`src/include/fetch_config.svh`:
```
`ifndef FETCH_CONFIG_SVH
`define FETCH_CONFIG_SVH

// first address fetched after reset
`define FETCH_RESET_PC 64'h0000_0000_8000_0000

// number of cache lines, must be a power of two
`define ICACHE_LINES 16

// 64-bit axi beats per line, must be a power of two
`define ICACHE_BEATS 2

// index bits select one line
`define ICACHE_INDEX_W $clog2(`ICACHE_LINES)

// beat bits select one beat inside a line
`define ICACHE_BEAT_W $clog2(`ICACHE_BEATS)

// byte offset inside a line, 8 bytes per beat
`define ICACHE_OFFSET_W (`ICACHE_BEAT_W + 3)

// whatever is left of the 64-bit address becomes the tag
`define ICACHE_TAG_W (64 - `ICACHE_INDEX_W - `ICACHE_OFFSET_W)

`endif

```
`src/verilog/fetch_pkg.sv`:
```
`include "fetch_config.svh"

package fetch_pkg;

   // byte address as seen by fetch and decode
   typedef logic [63:0] addr_t;

   // one rv64 instruction word, no compressed forms
   typedef logic [31:0] inst_t;

   // one axi read beat
   // holds two instructions, the lower address in the low half
   typedef logic [63:0] beat_t;

   // address bits above index and offset
   typedef logic [`ICACHE_TAG_W-1:0] tag_t;

   // refill fsm of the instruction cache
   // idle    waits for a miss
   // request holds arvalid until arready
   // refill  takes beats until rlast
   typedef enum logic [1:0] {
      idle,
      request,
      refill
   } icache_state_t;

endpackage

```
`src/verilog/branch_predictor.sv`:
```
module branch_predictor import fetch_pkg::*; (
   input  addr_t pc,
   input  inst_t inst,
   input  logic  hit,
   output logic  taken,
   output addr_t target
);

   // rv64 major opcodes that have a pc relative target
   localparam logic [6:0] op_jal    = 7'b1101111;
   localparam logic [6:0] op_branch = 7'b1100011;

   logic  is_jal;
   logic  is_branch;
   addr_t imm_j;
   addr_t imm_b;

   // only decode a word that really came out of the cache
   assign is_jal    = hit && (inst[6:0] == op_jal);
   assign is_branch = hit && (inst[6:0] == op_branch);

   // j-type immediate, 21 bits sign extended
   assign imm_j = {{43{inst[31]}},
                   inst[31],
                   inst[19:12],
                   inst[20],
                   inst[30:21],
                   1'b0};

   // b-type immediate, 13 bits sign extended
   assign imm_b = {{51{inst[31]}},
                   inst[31],
                   inst[7],
                   inst[30:25],
                   inst[11:8],
                   1'b0};

   // static rule
   // jal always jumps
   // backward branches (negative offset) are taken, forward ones fall through
   // jalr is not predicted since its target needs a register
   assign taken = is_jal || (is_branch && inst[31]);

   // the adder runs for both cases, taken decides if pc_gen uses it
   assign target = pc + (is_jal ? imm_j : imm_b);

endmodule

```
`src/verilog/pc_gen.sv`:
```
`include "fetch_config.svh"

module pc_gen import fetch_pkg::*; (
   input  logic  clk,
   input  logic  rst,
   input  logic  advance,
   input  logic  redirect,
   input  addr_t redirect_pc,
   input  logic  taken,
   input  addr_t target,
   output addr_t pc
);

   addr_t pc_seq;
   addr_t pc_next;

   // sequential successor, only 32-bit instructions
   assign pc_seq = pc + 64'd4;

   // next pc by priority
   // a redirect from a later stage beats everything
   // then a transfer to decode, which follows the predictor
   // otherwise the pc holds, covering misses and back-pressure
   always_comb begin
      pc_next = pc;
      if (redirect) begin
         pc_next = redirect_pc;
      end else if (advance) begin
         if (taken) begin
            pc_next = target;
         end else begin
            pc_next = pc_seq;
         end
      end
   end

   // pc register, starts at the reset vector
   always_ff @(posedge clk) begin
      if (rst) begin
         pc <= `FETCH_RESET_PC;
      end else begin
         pc <= pc_next;
      end
   end

   // the load moves at the same edge as the transfer
   // so decode sees the new pc right in the next cycle

endmodule

```
`src/verilog/icache.sv`:
```
`include "fetch_config.svh"

module icache import fetch_pkg::*; (
   input  logic        clk,
   input  logic        rst,

   // lookup from pc_gen
   input  addr_t       pc,
   output logic        hit,
   output inst_t       inst,

   // store snoop
   input  logic        inv_en,
   input  addr_t       inv_addr,

   // axi read channel towards memory
   output logic [31:0] araddr,
   output logic [7:0]  arlen,
   output logic [2:0]  arsize,
   output logic [1:0]  arburst,
   output logic        arvalid,
   input  logic        arready,
   input  beat_t       rdata,
   input  logic [1:0]  rresp,
   input  logic        rlast,
   input  logic        rvalid,
   output logic        rready
);

   localparam int lines    = `ICACHE_LINES;
   localparam int beats    = `ICACHE_BEATS;
   localparam int index_w  = `ICACHE_INDEX_W;
   localparam int beat_w   = `ICACHE_BEAT_W;
   localparam int offset_w = `ICACHE_OFFSET_W;
   localparam int tag_w    = `ICACHE_TAG_W;

   // tag, data and valid arrays
   tag_t  tag_q [lines];
   beat_t data_q [lines][beats];
   logic [lines-1:0] valid_q;

   icache_state_t state;

   // line aligned address of the refill in flight
   logic [31:0] araddr_q;
   logic [beat_w-1:0] beat_cnt;
   // a snoop hit the line while it was being refilled
   logic inv_pending;

   logic [index_w-1:0] pc_index;
   logic [beat_w-1:0]  pc_beat;
   tag_t               pc_tag;
   logic [index_w-1:0] inv_index;
   logic [index_w-1:0] refill_index;
   logic               miss_start;
   logic               beat_take;
   beat_t              rd_beat;

   // split the fetch address
   assign pc_index = pc[offset_w +: index_w];
   assign pc_beat  = pc[3 +: beat_w];
   assign pc_tag   = pc[63 -: tag_w];

   assign inv_index    = inv_addr[offset_w +: index_w];
   assign refill_index = araddr_q[offset_w +: index_w];

   // lookup is fully combinational
   assign hit     = valid_q[pc_index] && (tag_q[pc_index] == pc_tag);
   assign rd_beat = data_q[pc_index][pc_beat];
   // bit 2 picks the instruction inside the 8-byte beat
   assign inst    = pc[2] ? rd_beat[63:32] : rd_beat[31:0];

   // a miss is only acted on when no refill is busy
   assign miss_start = (state == idle) && !hit;
   // rready is high for the whole refill, so rvalid alone takes a beat
   assign beat_take  = (state == refill) && rvalid;

   // fixed burst shape, one whole line in 8-byte beats
   assign araddr  = araddr_q;
   assign arlen   = 8'(beats - 1);
   assign arsize  = 3'd3;
   assign arburst = 2'b01;
   assign arvalid = (state == request);
   assign rready  = (state == refill);

   // rresp is not looked at, memory is taken as error free

   // refill fsm and valid bits
   always_ff @(posedge clk) begin
      if (rst) begin
         state       <= idle;
         valid_q     <= '0;
         beat_cnt    <= '0;
         inv_pending <= 1'b0;
      end else begin
         case (state)
            idle: begin
               if (!hit) begin
                  // the victim goes invalid at once, its data is about to change
                  state             <= request;
                  valid_q[pc_index] <= 1'b0;
                  inv_pending       <= 1'b0;
               end
            end
            request: begin
               // address and arvalid stay put until the slave accepts
               if (arready) begin
                  state    <= refill;
                  beat_cnt <= '0;
               end
            end
            refill: begin
               if (rvalid) begin
                  beat_cnt <= beat_cnt + 1'b1;
                  if (rlast) begin
                     state                 <= idle;
                     // a snoop seen during the burst keeps the line out
                     valid_q[refill_index] <= !inv_pending;
                  end
               end
            end
            default: begin
               state <= idle;
            end
         endcase

         // remember a snoop to the line under refill
         if ((state != idle) && inv_en && (inv_index == refill_index)) begin
            inv_pending <= 1'b1;
         end

         // snoop comes last so it wins over a fill in the same cycle
         if (inv_en) begin
            valid_q[inv_index] <= 1'b0;
         end
      end
   end

   // tag, refill address and line data
   always_ff @(posedge clk) begin
      if (miss_start) begin
         // tag is written early, the cleared valid bit hides it until the fill
         tag_q[pc_index] <= pc_tag;
         araddr_q        <= {pc[31:offset_w], {offset_w{1'b0}}};
      end
      if (beat_take) begin
         // beats arrive in address order for an incr burst
         data_q[refill_index][beat_cnt] <= rdata;
      end
   end

endmodule

```
`src/verilog/fetch_unit.sv`:
```
module fetch_unit import fetch_pkg::*; (
   input  logic        clk,
   input  logic        rst,

   // towards decode
   output logic        valid,
   input  logic        ready,
   output addr_t       pc,
   output inst_t       inst,

   // from later stages
   input  logic        redirect,
   input  addr_t       redirect_pc,
   input  logic        inv_en,
   input  addr_t       inv_addr,

   // axi read towards memory
   output logic [31:0] araddr,
   output logic [7:0]  arlen,
   output logic [2:0]  arsize,
   output logic [1:0]  arburst,
   output logic        arvalid,
   input  logic        arready,
   input  beat_t       rdata,
   input  logic [1:0]  rresp,
   input  logic        rlast,
   input  logic        rvalid,
   output logic        rready
);

   logic  hit;
   logic  taken;
   logic  advance;
   addr_t target;

   // an instruction is offered as soon as the cache hits
   // a redirect in the same cycle kills it, the pc is stale
   assign valid   = hit && !redirect;
   assign advance = valid && ready;

   pc_gen pc_gen_i (
      .clk         (clk),
      .rst         (rst),
      .advance     (advance),
      .redirect    (redirect),
      .redirect_pc (redirect_pc),
      .taken       (taken),
      .target      (target),
      .pc          (pc)
   );

   branch_predictor branch_predictor_i (
      .pc     (pc),
      .inst   (inst),
      .hit    (hit),
      .taken  (taken),
      .target (target)
   );

   icache icache_i (
      .clk      (clk),
      .rst      (rst),
      .pc       (pc),
      .hit      (hit),
      .inst     (inst),
      .inv_en   (inv_en),
      .inv_addr (inv_addr),
      .araddr   (araddr),
      .arlen    (arlen),
      .arsize   (arsize),
      .arburst  (arburst),
      .arvalid  (arvalid),
      .arready  (arready),
      .rdata    (rdata),
      .rresp    (rresp),
      .rlast    (rlast),
      .rvalid   (rvalid),
      .rready   (rready)
   );

endmodule

```
`config.mk`:
```
export PLATFORM = sky130hd
export DESIGN_NAME = fetch_unit
export DESIGN_NICKNAME = d
export VERILOG_FILES = /design/src/verilog/fetch_pkg.sv /design/src/verilog/branch_predictor.sv /design/src/verilog/pc_gen.sv /design/src/verilog/icache.sv /design/src/verilog/fetch_unit.sv
export VERILOG_INCLUDE_DIRS = /design/src /design/src/include
export SDC_FILE = /design/constraint.sdc
export NUM_CORES = 2
export LEC_CHECK = 0
export BUFFER_PORTS_ARGS = -buffer_cell sky130_fd_sc_hd__buf_2
export CORE_ASPECT_RATIO = 2
export CORE_UTILIZATION = 25
export CTS_CLUSTER_DIAMETER = 100
export DETAILED_ROUTE_END_ITERATION = 6
export GPL_ROUTABILITY_DRIVEN = 0
export MAX_ROUTING_LAYER = met4
export PLACE_DENSITY = 0.39
export SLEW_MARGIN = 20
export SYNTH_ARGS = -nofsm -noshare
export SYNTH_HDL_FRONTEND = slang
export SYNTH_SLANG_ARGS = --single-unit
export TNS_END_PERCENT = 30
```
`constraint.sdc`:
```
create_clock -name clk -period 23.9 [get_ports clk]
set_input_delay 3.585 -clock clk [delete_from_list [all_inputs] [get_ports clk]]
set_output_delay 3.585 -clock clk [all_outputs]
set_load 0.01 [all_outputs]
```
==> run_results.csv <==
group,metric,value,unit
critical_path,path_buf_inv,4,
routing,final_antenna_net_count,0,
clocking,cts_tree,"built",
critical_path,crit_top_cell,"buf_4",
global_route,overflow,0,
critical_path,cp.required,24730,ps
critical_path,cp_max_fo,84,
clocking,root_buffer,"clkbuf_16",
synthesis,synth_cell_type_count,101,
power_and_ir_drop,p_sw,0.00292,W
routing,first_iter_violations,5657,
power_and_ir_drop,power,0.0118,W
layout,area_growth,15.8,%
clocking,ctsHoldBuffers,0,
floorplan,die_h,1000,um
sta,max_freq,79.7,MHz
power_and_ir_drop,switching_share,0.247,
critical_path,arrival,13380,ps
global_route,antenna_found_initial,78,
sta,period_share,0.525,
layout,final_common_cell,"edfxtp_1",
floorplan,coreArea,499000,um^2
routing,routedWlPerCell,34.4,um
power_and_ir_drop,p_int,0.00892,W
sta,setup-violations-final,0,
global_route,grt_max_degree,89,
critical_path,crit_family,"compound AO/OA/AOI/OAI gates",
flow_run,cap_violations,0,
critical_path,slowest_stage,"buf_4",
critical_path,path_class,"register to register",
power_and_ir_drop,seq_power_share,0.504,
power_and_ir_drop,power_density,81.5,nW/um^2
power_and_ir_drop,power_frac_clock,0.398,
global_route,grt_pass1_vias,71100,
routing,drc,0,
clocking,clk_path_buf_depth,4,
synthesis,yosys_warnings,0,
layout,nNetsFinal,7127,
sta,min_period,12550,ps
critical_path,worstSetupEndpointType,"register",
sta,slew_viol_final,0,
floorplan,die-width,503,um
synthesis,synth_edf_count,2972,
placement,place_hpwl,299000,um
clocking,cts_buffers,301,
sta,maxSlewHeadroom,0.185,
floorplan,die_area,504000,um^2
sta,setup_tns,0,ps
sta,hold_violations,0,
global_route,track_usage,0.191,
clocking,insertion_delay,930,ps
power_and_ir_drop,leakage,44.7,nW
critical_path,cp-start-kind,"register",
routing,vias_per_cell,4.91,
layout,final_cell_mix,"2972 x edfxtp_1, 790 x mux4_2, 310 x clkbuf_16",
status,status,"finished clean",
clocking,cts_sinks,3060,
critical_path,max_stage_delay,850,ps
routing,first_pass_iters,6,
floorplan,start_util,0.251,
clocking,htree_levels,5,
routing,wirelength,473000,um
global_route,grt_pass1_wl,636000,um
synthesis,yosysSeqAreaShare,0.726,
synthesis,synthesis.area_per_instance,19.6,um^2
floorplan,floorplan.rows,367,
routing,vias,67600,
floorplan,ioPinCount,346,
clocking,post_cts_resized,0,
synthesis,synthCells,6388,
synthesis,synth_area,125000,um^2
worst_hold_path,worstHoldPathType,"register to register",
power_and_ir_drop,vdd_drop_max,0.0584,mV
placement,io_buffers,266,
sta,rsz0062_at_grt,"no",
synthesis,synthFlopType,"edfxtp_1",
sta,tightest_slew,1220,ps
clocking,clk_pin_slew,60,ps
clocking,post_cts_buffers,0,
layout,drive_gt1_frac,0.268,
power_and_ir_drop,p_comb_frac,0.098,
synthesis,ys_ff_latch,3060,
synthesis,async_flop_share,0,
sta,skew,66.9,ps
[routing by layer]
layer / vias to the layer above / global-route usage / wire length, um
met3: 755 / 0.0255 / 19700
li1: 27600 / - / -
met5: - / - / 0
met1: 37100 / 0.197 / 167000
met2: 2081 / 0.351 / 259000
met4: 0 / 0.0970 / 27900
[stage by stage]
| step | hold slack, ps | setup slack, ps | util | instances | cell area (um^2) |
|---|---|---|---|---|---|
| 6_report | 483 | 11350 | 0.291 | 13800 | 145000 |
| 5_1_grt | 508 | 11070 | 0.291 | 13800 | 145000 |
| 4_1_cts | 492 | 11310 | 0.291 | 13700 | 145000 |
| 3_5_place_dp | 474 | 11330 | 0.272 | 13200 | 136000 |
| 3_3_place_gp | 468 | 11380 | 0.272 | 13200 | 136000 |
| 2_1_floorplan | 456 | 15410 | - | 6403 | 125000 |
[sequential cells by signal, summed over array words and instances (netlist names), named ones only]
name                  flops
pc_gen_i.pc              64
icache_i.tag_q          896
icache_i.state            2
icache_i.beat_cnt         1
icache_i.araddr          28
icache_i.inv_pending      1
icache_i.data_q        2048
icache_i.valid_q         16
[logic make-up after synthesis]
| group | after synthesis | synth area share |
|---|---|---|
| AOI/OAI and AO/OA | 832 | 0.0462 |
| xor gates and xnor gates | 112 | 0.00783 |
| adders and majority gates | 64 | 0.00645 |
| buffers and inverters | 446 | 0.0179 |
| DFF | 3060 | 0.726 |
| muxes | 1041 | 0.163 |
| other | 2 | 0.0000599 |
| and+or+nand+nor | 831 | 0.0326 |
[cells in the mapped netlist (47+ instances only)]
| library cell | number | area [um^2] |
|---|---|---|
| mux4_2 | 790 | 17800 |
| a21oi_1 | 146 | 731 |
| nand2_1 | 233 | 875 |
| mux2i_1 | 198 | 1980 |
| a31oi_1 | 47 | 294 |
| mux2_2 | 50 | 563 |
| clkbuf_1 | 186 | 698 |
| ha_1 | 63 | 788 |
| edfxtp_1 | 2972 | 89200 |
| buf_4 | 51 | 383 |
| nor2_1 | 196 | 736 |
| xnor2_1 | 73 | 639 |
| buf_2 | 65 | 325 |
| nor3_1 | 55 | 275 |
| o22ai_1 | 52 | 325 |
| o21ai_0 | 127 | 636 |
| inv_1 | 62 | 233 |
| a21o_1 | 53 | 398 |
| nand3_1 | 86 | 430 |
| a22oi_1 | 61 | 458 |
| dfxtp_1 | 88 | 1760 |
[power by group through the flow]
stage | Combinational (W) | Sequential (W) | Clock, W
finish | 0.00116 | 0.00597 | 0.00471
global route | 0.00122 | 0.00597 | 0.00500
CTS | 0.00118 | 0.00597 | 0.00485
detailed placement | 0.00118 | 0.00609 | 0
global placement | 0.00117 | 0.00608 | 0
floorplan | 0.000615 | 0.00609 | 0
[worst paths after layout]
kind | depth (start not counted) | slack [ps] | to | from
worst max register to register | 27 | 11350 | pc_gen_i.pc[61] | register
worst max-delay path | 27 | 11350 | pc_gen_i.pc[61] | register
worst min-delay path | 2 | 480 | pc_gen_i.pc[0] | pc_gen_i.pc[0]
worst min register to register | 2 | 480 | pc_gen_i.pc[0] | pc_gen_i.pc[0]
[tightest hold or removal path, delay by kind of cell (launching register included)]
family,cells,cell delay (ps)
DFF,1,320
and+or+nand+nor,1,70
muxes,1,60
[final cells by class]
type | count | area (um^2)
sequential | 3060 | 91000
clock buffer | 373 | 7990
multi-input combinational | 2897 | 32500
tap | 6642 | 8310
clock inverter | 152 | 1320
fill | 49100 | 354000
inverter | 65 | 253
timing repair buffer | 536 | 3620
antenna | 38 | 95.1
Power figures use the tool's default switching activity.
